<file path="config.mk">
export PLATFORM = sky130hd
export DESIGN_NAME = rename_unit
export DESIGN_NICKNAME = d
export VERILOG_FILES = /design/src/logic/rename_pkg.sv /design/src/logic/free_list.sv /design/src/logic/rename_table.sv /design/src/logic/graduation_list.sv /design/src/logic/rename_unit.sv
export VERILOG_INCLUDE_DIRS = /design/src /design/src/include
export SDC_FILE = /design/constraint.sdc
export NUM_CORES = 1
export LEC_CHECK = 0
export BUFFER_PORTS_ARGS = -buffer_cell sky130_fd_sc_hd__buf_4
export CORE_MARGIN = 8
export CORE_UTILIZATION = 49
export CTS_CLUSTER_DIAMETER = 40
export DETAILED_ROUTE_END_ITERATION = 10
export PLACE_DENSITY_LB_ADDON = 0.3
export REMOVE_ABC_BUFFERS = 1
export SKIP_LAST_GASP = 1
export SLEW_MARGIN = 0
export SYNTH_ARGS = -nofsm -noshare
export SYNTH_HDL_FRONTEND = slang
export SYNTH_SLANG_ARGS = --single-unit
</file>
<file path="constraint.sdc">
create_clock -name clk_i -period 3.6 [get_ports clk_i]
set_input_delay 0.36 -clock clk_i [delete_from_list [all_inputs] [get_ports clk_i]]
set_output_delay 0.36 -clock clk_i [all_outputs]
set_load 0.05 [all_outputs]
</file>
<file path="src/include/rename_config.svh">
// Register counts and graduation-list depth for the rename back end, included by package and RTL

`ifndef RENAME_CONFIG_SVH
`define RENAME_CONFIG_SVH

// Architectural register file as seen by software
`define RENAME_NUM_ARCH_REGS 32

// Physical registers behind the rename table
// Registers above the architectural count start out free
`define RENAME_NUM_PHYS_REGS 64

// In-flight instructions between rename and commit
`define RENAME_GL_DEPTH 16

`endif

</file>
<file path="src/logic/rename_pkg.sv">
// Index types shared by the rename RTL and its testbench, compiled ahead of every module

`default_nettype none

`include "rename_config.svh"

package rename_pkg;

    ////////////////////
    // Index widths
    ////////////////////

    // Derived from the config header so that one edit resizes everything
    localparam int unsigned ARCH_REG_W = $clog2(`RENAME_NUM_ARCH_REGS);
    localparam int unsigned PHYS_REG_W = $clog2(`RENAME_NUM_PHYS_REGS);
    localparam int unsigned GL_INDEX_W = $clog2(`RENAME_GL_DEPTH);

    ////////////////////
    // Index types
    ////////////////////

    // Architectural register number, as decoded from the instruction
    typedef logic [ARCH_REG_W-1:0] arch_reg_t;

    // Physical register number, produced by the free list
    typedef logic [PHYS_REG_W-1:0] phys_reg_t;

    // Slot in the graduation list, carried by writeback
    typedef logic [GL_INDEX_W-1:0] gl_index_t;

endpackage

`default_nettype wire

</file>
<file path="src/logic/free_list.sv">
// Circular queue of free physical registers, popped by rename and refilled by commit

`timescale 1ns/100ps
`default_nettype none

`include "rename_config.svh"

module free_list (
    input  wire logic                 clk_i,
    input  wire logic                 rstn_i,
    input  wire logic                 pop_i,
    input  wire logic                 push_i,
    input  wire rename_pkg::phys_reg_t push_reg_i,
    output rename_pkg::phys_reg_t     head_reg_o
);

    import rename_pkg::*;

    // Registers not covered by the identity mapping at reset
    localparam int unsigned NUM_FREE = `RENAME_NUM_PHYS_REGS - `RENAME_NUM_ARCH_REGS;
    localparam int unsigned PTR_W    = $clog2(NUM_FREE);

    phys_reg_t              fifo_q [NUM_FREE];
    logic [PTR_W-1:0]       head_q;
    logic [PTR_W-1:0]       tail_q;

    // Next register handed to rename
    assign head_reg_o = fifo_q[head_q];

    // Pointers
    // The queue starts full, so head and tail coincide after reset
    always_ff @(posedge clk_i, negedge rstn_i) begin
        if (!rstn_i) begin
            head_q <= '0;
            tail_q <= '0;
        end else begin
            if (pop_i) begin
                head_q <= head_q + 1'b1;
            end
            if (push_i) begin
                tail_q <= tail_q + 1'b1;
            end
        end
    end

    // Storage
    // Reset loads the upper physical registers in ascending order
    always_ff @(posedge clk_i, negedge rstn_i) begin
        if (!rstn_i) begin
            for (int i = 0; i < NUM_FREE; i++) begin
                fifo_q[i] <= phys_reg_t'(`RENAME_NUM_ARCH_REGS + i);
            end
        end else if (push_i) begin
            fifo_q[tail_q] <= push_reg_i;
        end
    end

endmodule

`default_nettype wire

</file>
<file path="src/logic/rename_table.sv">
// Architectural to physical register map, read for sources and old destination, written at rename

`timescale 1ns/100ps
`default_nettype none

`include "rename_config.svh"

module rename_table (
    input  wire logic                  clk_i,
    input  wire logic                  rstn_i,
    input  wire rename_pkg::arch_reg_t rs1_i,
    input  wire rename_pkg::arch_reg_t rs2_i,
    input  wire rename_pkg::arch_reg_t rd_i,
    input  wire logic                  write_i,
    input  wire rename_pkg::phys_reg_t new_prd_i,
    output rename_pkg::phys_reg_t      prs1_o,
    output rename_pkg::phys_reg_t      prs2_o,
    output rename_pkg::phys_reg_t      old_prd_o
);

    import rename_pkg::*;

    localparam int unsigned NUM_ARCH = `RENAME_NUM_ARCH_REGS;

    // One physical register per architectural one
    phys_reg_t map_q [NUM_ARCH];

    ////////////////////
    // Lookups
    ////////////////////

    // Reads see the map before this cycle's write, so rs equal to rd
    // still gets the previous mapping
    assign prs1_o    = map_q[rs1_i];
    assign prs2_o    = map_q[rs2_i];
    assign old_prd_o = map_q[rd_i];

    ////////////////////
    // Update
    ////////////////////

    // Identity mapping out of reset
    always_ff @(posedge clk_i, negedge rstn_i) begin
        if (!rstn_i) begin
            for (int i = 0; i < NUM_ARCH; i++) begin
                map_q[i] <= phys_reg_t'(i);
            end
        end else if (write_i) begin
            map_q[rd_i] <= new_prd_i;
        end
    end

endmodule

`default_nettype wire

</file>
<file path="src/logic/graduation_list.sv">
// In-order list of renamed instructions, completed out of order by writeback and retired in order

`timescale 1ns/100ps
`default_nettype none

`include "rename_config.svh"

module graduation_list (
    input  wire logic                  clk_i,
    input  wire logic                  rstn_i,
    // Dispatch side
    input  wire logic                  push_i,
    input  wire rename_pkg::arch_reg_t push_rd_i,
    input  wire logic                  push_we_i,
    input  wire rename_pkg::phys_reg_t push_prd_i,
    input  wire rename_pkg::phys_reg_t push_old_prd_i,
    // Completion marks
    input  wire logic                  wb_valid_i,
    input  wire rename_pkg::gl_index_t wb_index_i,
    // Retirement
    input  wire logic                  commit_ready_i,
    output rename_pkg::gl_index_t      push_index_o,
    output logic                       full_o,
    output logic                       commit_valid_o,
    output logic                       commit_we_o,
    output rename_pkg::arch_reg_t      commit_rd_o,
    output rename_pkg::phys_reg_t      commit_prd_o,
    output rename_pkg::phys_reg_t      commit_old_prd_o
);

    import rename_pkg::*;

    localparam int unsigned DEPTH = `RENAME_GL_DEPTH;
    localparam int unsigned CNT_W = $clog2(DEPTH) + 1;
    localparam logic [CNT_W-1:0] FULL_COUNT = CNT_W'(DEPTH);

    // Entry payload
    arch_reg_t          rd_q      [DEPTH];
    logic               we_q      [DEPTH];
    phys_reg_t          prd_q     [DEPTH];
    phys_reg_t          old_prd_q [DEPTH];

    // Control state
    logic [DEPTH-1:0]   done_q;
    gl_index_t          head_q;
    gl_index_t          tail_q;
    logic [CNT_W-1:0]   count_q;

    logic               pop;

    ////////////////////
    // Status
    ////////////////////

    assign full_o       = (count_q == FULL_COUNT);
    assign push_index_o = tail_q;

    // Head is retirable once it exists and has been written back
    assign commit_valid_o   = (count_q != '0) && done_q[head_q];
    assign commit_we_o      = we_q[head_q];
    assign commit_rd_o      = rd_q[head_q];
    assign commit_prd_o     = prd_q[head_q];
    assign commit_old_prd_o = old_prd_q[head_q];

    assign pop = commit_valid_o && commit_ready_i;

    ////////////////////
    // Pointers
    ////////////////////

    always_ff @(posedge clk_i, negedge rstn_i) begin
        if (!rstn_i) begin
            head_q  <= '0;
            tail_q  <= '0;
            count_q <= '0;
        end else begin
            if (push_i) begin
                tail_q <= tail_q + 1'b1;
            end
            if (pop) begin
                head_q <= head_q + 1'b1;
            end
            case ({push_i, pop})
                2'b10:   count_q <= count_q + 1'b1;
                2'b01:   count_q <= count_q - 1'b1;
                default: count_q <= count_q;
            endcase
        end
    end

    // Completion bits
    // A new entry starts pending, writeback never targets it in the same edge
    always_ff @(posedge clk_i, negedge rstn_i) begin
        if (!rstn_i) begin
            done_q <= '0;
        end else begin
            if (push_i) begin
                done_q[tail_q] <= 1'b0;
            end
            if (wb_valid_i) begin
                done_q[wb_index_i] <= 1'b1;
            end
        end
    end

    // Payload written at the tail
    always_ff @(posedge clk_i) begin
        if (push_i) begin
            rd_q[tail_q]      <= push_rd_i;
            we_q[tail_q]      <= push_we_i;
            prd_q[tail_q]     <= push_prd_i;
            old_prd_q[tail_q] <= push_old_prd_i;
        end
    end

endmodule

`default_nettype wire

</file>
<file path="src/logic/rename_unit.sv">
// Rename back end top, joining free list, rename table and graduation list behind dispatch and commit

`timescale 1ns/100ps
`default_nettype none

module rename_unit (
    input  wire logic                  clk_i,
    input  wire logic                  rstn_i,
    // Dispatch
    input  wire logic                  in_valid_i,
    input  wire rename_pkg::arch_reg_t in_rs1_i,
    input  wire rename_pkg::arch_reg_t in_rs2_i,
    input  wire rename_pkg::arch_reg_t in_rd_i,
    input  wire logic                  in_we_i,
    output logic                       in_ready_o,
    // Renamed instruction
    output logic                       out_valid_o,
    output rename_pkg::phys_reg_t      out_prs1_o,
    output rename_pkg::phys_reg_t      out_prs2_o,
    output rename_pkg::phys_reg_t      out_prd_o,
    output rename_pkg::phys_reg_t      out_old_prd_o,
    output rename_pkg::gl_index_t      out_gl_index_o,
    // Writeback
    input  wire logic                  wb_valid_i,
    input  wire rename_pkg::gl_index_t wb_index_i,
    // Commit
    input  wire logic                  commit_ready_i,
    output logic                       commit_valid_o,
    output rename_pkg::arch_reg_t      commit_rd_o,
    output rename_pkg::phys_reg_t      commit_prd_o,
    output rename_pkg::phys_reg_t      commit_old_prd_o,
    output logic                       commit_we_o
);

    import rename_pkg::*;

    logic       gl_full;
    gl_index_t  gl_push_index;
    logic       accept;
    logic       writes_rd;
    logic       alloc;
    logic       free_push;

    phys_reg_t  fl_head;
    phys_reg_t  rt_prs1;
    phys_reg_t  rt_prs2;
    phys_reg_t  rt_old_prd;
    phys_reg_t  dst_prd;
    phys_reg_t  dst_old_prd;

    ////////////////////
    // Dispatch control
    ////////////////////

    assign in_ready_o = !gl_full;
    assign accept     = in_valid_i && in_ready_o;

    // x0 is never renamed
    assign writes_rd = in_we_i && (in_rd_i != '0);
    assign alloc     = accept && writes_rd;

    // Destination fields read as zero when nothing is allocated
    assign dst_prd     = writes_rd ? fl_head    : '0;
    assign dst_old_prd = writes_rd ? rt_old_prd : '0;

    // Old mapping goes back to the pool when its overwriter retires
    assign free_push = commit_valid_o && commit_ready_i && commit_we_o;

    free_list free_list_inst (
        .clk_i      (clk_i),
        .rstn_i     (rstn_i),
        .pop_i      (alloc),
        .push_i     (free_push),
        .push_reg_i (commit_old_prd_o),
        .head_reg_o (fl_head)
    );

    rename_table rename_table_inst (
        .clk_i     (clk_i),
        .rstn_i    (rstn_i),
        .rs1_i     (in_rs1_i),
        .rs2_i     (in_rs2_i),
        .rd_i      (in_rd_i),
        .write_i   (alloc),
        .new_prd_i (fl_head),
        .prs1_o    (rt_prs1),
        .prs2_o    (rt_prs2),
        .old_prd_o (rt_old_prd)
    );

    ////////////////////
    // Graduation list
    ////////////////////

    graduation_list graduation_list_inst (
        .clk_i            (clk_i),
        .rstn_i           (rstn_i),
        .push_i           (accept),
        .push_rd_i        (in_rd_i),
        .push_we_i        (writes_rd),
        .push_prd_i       (dst_prd),
        .push_old_prd_i   (dst_old_prd),
        .wb_valid_i       (wb_valid_i),
        .wb_index_i       (wb_index_i),
        .commit_ready_i   (commit_ready_i),
        .push_index_o     (gl_push_index),
        .full_o           (gl_full),
        .commit_valid_o   (commit_valid_o),
        .commit_we_o      (commit_we_o),
        .commit_rd_o      (commit_rd_o),
        .commit_prd_o     (commit_prd_o),
        .commit_old_prd_o (commit_old_prd_o)
    );

    ////////////////////
    // Output register
    ////////////////////

    // One-cycle valid pulse per accepted instruction
    always_ff @(posedge clk_i, negedge rstn_i) begin
        if (!rstn_i) begin
            out_valid_o <= 1'b0;
        end else begin
            out_valid_o <= accept;
        end
    end

    // Renamed fields captured with the acceptance
    always_ff @(posedge clk_i) begin
        if (accept) begin
            out_prs1_o     <= rt_prs1;
            out_prs2_o     <= rt_prs2;
            out_prd_o      <= dst_prd;
            out_old_prd_o  <= dst_old_prd;
            out_gl_index_o <= gl_push_index;
        end
    end

endmodule

`default_nettype wire

</file>
# After elaboration in Yosys (flattened, before gate mapping)
# Memory sizes are Yosys's and may differ from the RTL's.
# Cells that the tools add are included.
[op_classes] bitwise=8 n_addsub=6 n_mux=31 magnitude_cmp=12 reduce_logical=14 eq_ne=3
[op_table] operator="$bwmux W192" count=2
[op_table] operator="$bmux W6 S5" count=4
[op_table] operator="$mux W6" count=12
[op_table] operator="$demux W6 S5" count=2
[op_table] operator="$mux W16" count=2
[op_table] operator="$ge A6 B6 Y1 const B" count=5
[op_table] operator="$not A5 Y6" count=5
[op_table] operator="$and A16 B16 Y16" count=1
[op_table] operator="$not A16 Y16" count=1
[op_table] operator="$or A16 B16 Y16" count=1
[op_table] operator="$add A5 B1 Y5 const B" count=3
[op_table] operator="$lt A4 B5 Y1 const B" count=3
[op_table] operator="$lt A6 B1 Y1 const B" count=2
[op_table] operator="$logic_and A1 B1 Y1" count=10
[op_table] operator="$pmux W5 S2" count=1
[op_table] operator="$reduce_bool A5 Y1" count=2
[op_table] operator="$add A4 B1 Y4 const B" count=2
[op_table] operator="$demux W1 S4" count=2
[op_table] operator="$ge A4 B1 Y1 const B" count=2
[op_table] operator="$eq A5 B5 Y1 const B" count=1
[op_table] operator="$mux W1" count=5
[op_table] operator="$sub A5 B1 Y5 const B" count=1
[op_table] operator="$bmux W1 S4" count=1
[op_table] operator="$eq A2 B1 Y1 const B" count=1
[op_table] operator="other kinds (3)" count=3
[totals] in_bits=25 n_memories=4 ramBits=288 output_inout_bits=49 reg_bits=452 elab_cells=154
[mem_list] memory="graduation_list_inst.old_prd_q" words=16 width=6 rd=1 rd_clocked_by_memory_dff=0 wr=1 line_no="graduation_list.sv:41" source="phys_reg_t old_prd_q [DEPTH];"
[mem_list] memory="graduation_list_inst.prd_q" words=16 width=6 rd=1 rd_clocked_by_memory_dff=0 wr=1 line_no="graduation_list.sv:40" source="phys_reg_t prd_q [DEPTH];"
[mem_list] memory="graduation_list_inst.rd_q" words=16 width=5 rd=1 rd_clocked_by_memory_dff=0 wr=1 line_no="graduation_list.sv:38" source="arch_reg_t rd_q [DEPTH];"
[mem_list] memory="graduation_list_inst.we_q" words=16 width=1 rd=1 rd_clocked_by_memory_dff=0 wr=1 line_no="graduation_list.sv:39" source="logic we_q [DEPTH];"

# Logic depth before layout (Yosys ltp)
[depth] ltp_word=9 depth_mapped=14 ltp_nobuf=11

# Hierarchy
# From an unflattened synthesis, not the netlist that was laid out.
[hier_totals] cells_unflattened=2021 area_unflattened_um2=35038.6
[by_module_without_submodules] mod="graduation_list" instances=1 seq_area_each_um2=9374.0 area_per_inst_um2=12597.1 cells_each=618
[by_module_without_submodules] mod="rename_table" instances=1 seq_area_each_um2=4904.7 area_per_inst_um2=11837.6 cells_each=709
[by_module_without_submodules] mod="free_list" instances=1 seq_area_each_um2=5195.0 area_per_inst_um2=9551.7 cells_each=630
[by_module_without_submodules] mod="rename_unit" instances=1 seq_area_each_um2=865.8 area_per_inst_um2=1052.3 cells_each=64

# Least setup slack after synthesis
# No wires, ideal clock.
[synth_timing] path_kind="register -> register" from="reg graduation_list_inst.count_q[0]" to="reg graduation_list_inst.done_q[3]" period_less_slack_ns=4.298 path_slack_ns=-0.698 required_time_ns=3.390 path_stages_with_launch=9 arrival_ns=4.087 path_buffers=1 setup_ns=0.210 cell_sequence="dfrtp_1 > nor4_1 > nand2_1 > nand2_1 > inv_1 > clkbuf_1 > nand2_1 > nor3_1 > o32ai_1"
[synth_via] elab_chain_cells=6
[synth_rtl] item="start: declaration" line_no="graduation_list.sv:47" source="logic [CNT_W-1:0] count_q;"
[synth_rtl] item="start signal: assignment" line_no="graduation_list.sv:84" source="2'b10: count_q <= count_q + 1'b1;"
[synth_rtl] item="start signal: assignment" line_no="graduation_list.sv:85" source="2'b01: count_q <= count_q - 1'b1;"
[synth_rtl] item="start signal: assignment" line_no="graduation_list.sv:86" source="default: count_q <= count_q;"
[synth_rtl] item="$eq A5 B5 Y1 *" line_no="graduation_list.sv:55" source="assign full_o = (count_q == FULL_COUNT);"
[synth_rtl] item="$logic_not A1 Y1 *" line_no="rename_unit.sv:55" source="assign in_ready_o = !gl_full;"
[synth_rtl] item="net in_ready_o" line_no="rename_unit.sv:15" source="output logic in_ready_o,"
[synth_rtl] item="$logic_and A1 B1 Y1 *" line_no="rename_unit.sv:56" source="assign accept = in_valid_i && in_ready_o;"
[synth_rtl] item="net accept" line_no="rename_unit.sv:39" source="logic accept;"
[synth_rtl] item="$mux W16 *" line_no="graduation_list.sv:97" source="if (push_i) begin"
[synth_rtl] item="$or A16 B16 Y16 (no line)"
[synth_rtl] item="$mux W16 *" line_no="graduation_list.sv:100" source="if (wb_valid_i) begin"
[synth_rtl] item="end signal: assignment" line_no="graduation_list.sv:95" source="done_q <= '0;"
[synth_rtl] item="end signal: indexed assignment" line_no="graduation_list.sv:98" source="done_q[tail_q] <= 1'b0;"
[synth_rtl] item="end signal: indexed assignment" line_no="graduation_list.sv:101" source="done_q[wb_index_i] <= 1'b1;"
[synth_rtl] item="end: declaration" line_no="graduation_list.sv:44" source="logic [DEPTH-1:0] done_q;"
# The timed path passes the listed nets; every way through them passes the cells marked *.
# A chain may end at the register's enable or synchronous reset.

# Worst setup path in the final report
[layout_timing] from="reg graduation_list_inst.head_q[2]" to="out commit_we_o"
[layout_via] elab_chain_cells=1
[layout_rtl] item="start: declaration" line_no="graduation_list.sv:45" source="gl_index_t head_q;"
[layout_rtl] item="start signal: assignment" line_no="graduation_list.sv:81" source="head_q <= head_q + 1'b1;"
[layout_rtl] item="$mem_v2 Z16 W1"
[layout_rtl] item="end: declaration" line_no="rename_unit.sv:32" source="output logic commit_we_o"
# Every way passes these cells.

==> metrics.txt <==
outcome=finished, final reports clean; Syn-to-layout area delta=17.7%; initial core utilization=a little under 50%; DR vias=19,700; gate count after technology mapping=about 1,900; Peak Freq=between 0.2 and 0.3 GHz; initial DRC count=about 1,900; Worst-Skew Late Latency=approximately 670 ps; Syn. warnings=0; FP Rows=97; fraction of layout cells with a size suffix above 1=59.1%; CP startpoint=graduation_list_inst.head_q[2]; Placed Cells incl. Taps=2,852; Die Width=approximately 280 um; GRT Total Usage=a little under a quarter; Crit-path slowest cell=mux2i_4; Critical Path AT=3230 ps; fin crit period=3590 ps; Placer Congestion=roughly 0.83; top cell type's share of synthesized area=27.4%; Worst-Margin Slew=1320 ps; Yosys cell types=47; # nets final=2,082; startpoint of the worst register-to-register path=graduation_list_inst.head_q[2]; ys flop type=edfxtp_1; maxcap violations=0; RSZ-0062 raised after global routing=yes; total gr overflow=0; vias in the first global route=20,700; H-tree depth=3; initial antenna violation count=1; Root Buffer=clkbuf_16; Avg WL per Cell=29.6 um; sequential share of the synthesized area=slightly below 60%; IO Count=74; clock sinks=740; critical path class=reg -> out; Synth Register Bits=740; worst-path fanout max=37; Hold Fails Final Rpt=0; largest net degree at the start of global routing=108; EDFF count, synth=316; Routed Antenna Nets=0; DRC viols=0; Power Density=836 mW/mm^2; Clock Skew=47.0 ps; Synth area leader=edfxtp_1; Post-synth ARST share=between 50 and 60%; top post-synthesis cells by area=edfxtp_1 27%, mux4_2 21%, dfrtp_1 17%, dfstp_2 15%, mux2_2 12%; Startpoint Class=flip-flop; number of detailed-route iterations in the first pass=5; max-slew violations=0; HPWL after DPL=between 50,000 and 60,000 um; worst r2r path cells=5; highest-count cells in the layout ignoring fill and taps=374 x mux2_2, 319 x mux4_2, 316 x edfxtp_1; PortBufs=73; critical path required time=3240 ps; Avg Cell Area, Syn=18.2 sq um; CP peak stage delay=880 ps; Num CTS Buffers=approximately 110; reg-to-reg critical path endpoint=free_list_inst.fifo_q[172]; final-layout fill cell count=5,193; Via density=6.41; critical path cell sequence=mux4_2, mux2i_1, mux2i_4, buf_4; Worst Hold Class=in -> reg; Final Non-Filler Cells=3,074; end of the critical path=commit_we_o; Cell Area, Synth=0.0346 sq mm; CTS tree=yes; first-pass GRT wire length=137,000 um; Tcrit/Tclk final=99.7%; Max-slew headroom=a little under an eighth; core outline area=about 0.07 sq mm; Max Root-Sink Buffers=3; Die H=282 um; Finish-stage setup viols=0; maximum vdd drop=0.524 mV; Critical Path End Type=output port; Total Routed Length=roughly 90,000 um; Leak=15.9 nW; Post-Route Setup TNS=0 ps; total die area=0.0793 sq mm; clock transition at the registers of the reported paths=50 ps; most common cell after layout, fill and taps aside=mux2_2; Fin Hold WS=97.2 ps; worst reg-to-reg setup slack=50 ps
sequential cells by signal (all words and copies together) (netlist names):
register / cells
free_list_inst.fifo_q: 192
free_list_inst.head_q: 5
free_list_inst.tail_q: 5
graduation_list_inst.count_q: 5
graduation_list_inst.done_q: 16
graduation_list_inst.head_q: 4
graduation_list_inst.old_prd_q: 96
graduation_list_inst.prd_q: 96
graduation_list_inst.push_index_o: 4
graduation_list_inst.rd_q: 80
graduation_list_inst.we_q: 16
out_gl_index_o: 4
out_old_prd_o: 6
out_prd_o: 6
out_prs1_o: 6
out_prs2_o: 6
out_valid_o: 1
rename_table_inst.map_q: 192
synth_stat cells (2+ instances only):
library cell  count
ha_1             14
mux2_2          374
clkbuf_1         73
and3_1            5
nor2_1           33
o32ai_1           4
and3b_1           4
nor3b_1           6
nand4_1          37
nor3_1            9
nand2_1          34
dfstp_2         192
a22oi_1          20
nand4b_1          2
nand2b_1          6
buf_2            44
nand3b_1          4
clkbuf_2          4
edfxtp_1        316
o211ai_1          2
xor2_1            5
o311ai_0          2
mux2i_1          12
buf_6             2
o21ai_0          28
or4_1             2
dfrtp_1         232
inv_1            16
mux2_1           27
mux4_2          319
and2_1            8
xnor2_1          13
a21oi_1           4
buf_1            23
nand3_1          12
o2111a_1          4
buf_4             2
cells by family (layout without fill, tap and decap cells):
group / after synthesis / in the layout / synth area share (%)
multiplexers: 733 / 739 / 34.3
AND/OR/NAND/NOR: 166 / 166 / 2.55
flip-flops: 740 / 740 / 58.8
XOR/XNOR: 18 / 18 / 0.456
other: 0 / 1 / 0
adder cells (fa/ha/maj): 15 / 15 / 0.565
buffers and inverters: 164 / 387 / 2.02
AO/OA/AOI/OAI: 68 / 68 / 1.33
worst max-delay path, delay by kind of cell, from the launching register on:
family | cells | cell delay (ps)
buffers and inverters | 1 | 370
DFF | 1 | 820
muxes | 3 | 1350
worst min-delay path by stage:
stage | endpoint | start | cells after the start
finish | graduation_list_inst.done_q[0] | wb_valid_i | 3
global route | graduation_list_inst.done_q[0] | wb_valid_i | 3
CTS | graduation_list_inst.done_q[0] | wb_valid_i | 3
detailed placement | rename_table_inst.map_q[188] | rename_table_inst.map_q[188] | 0
global placement | rename_table_inst.map_q[187] | rename_table_inst.map_q[187] | 0
floorplan | free_list_inst.fifo_q[100] | rstn_i | 0
what timing repair did:
action / 4_1_cts / 5_1_grt
hold buffers: 7 / 0
setup endpoints to repair: 12 / 14
buffers inserted: 6 / 2
gates cloned: 5 / 1
pin swaps: 0 / 0
resized for setup: 5 / 0
endpoints found under the hold margin: 64 / 0
metrics by stage:
stage	utilization (%)	setup WS [ps]	area (sq um)	power (mW)
global placement	52.3	203	36500	22.0
global route	58.2	-67.3	40700	35.3
CTS	58.2	-28.6	40700	34.1
floorplan	-	-2510	33900	18.6
finish	58.2	9.60	40700	34.0
detailed placement	52.3	165	36500	22.3
per-layer routing:
| layer | global-route usage (%) | vias to the layer above | routed length, um |
|---|---|---|---|
| li1 | - | 8010 | - |
| met1 | 31.1 | 10700 | 36300 |
| met2 | 37.5 | 791 | 44800 |
| met3 | 4.76 | 202 | 6340 |
| met4 | 8.46 | 2 | 3400 |
| met5 | 0 | - | 13 |
final cells by class:
| cell class | instances | area [sq um] | area share [%] |
|---|---|---|---|
| diodes | 1 | 2.50 | 0.00615 |
| clock buffers | 118 | 2760 | 6.78 |
| clock inverters | 82 | 1090 | 2.68 |
| inverters | 16 | 60.1 | 0.148 |
| multi-input cells | 1006 | 13800 | 33.8 |
| flip-flops and latches | 740 | 20400 | 50.0 |
| well taps | 940 | 1180 | 2.89 |
| repair buffers | 171 | 1510 | 3.70 |
power by group:
group / switching (mW) / total (mW) / internal, mW
clock network: 4.08 / 11.1 / 6.99
registers: 1.17 / 12.0 / 10.8
logic: 6.54 / 11.0 / 4.47
No activity file was read; power rests on OpenSTA's default activity.
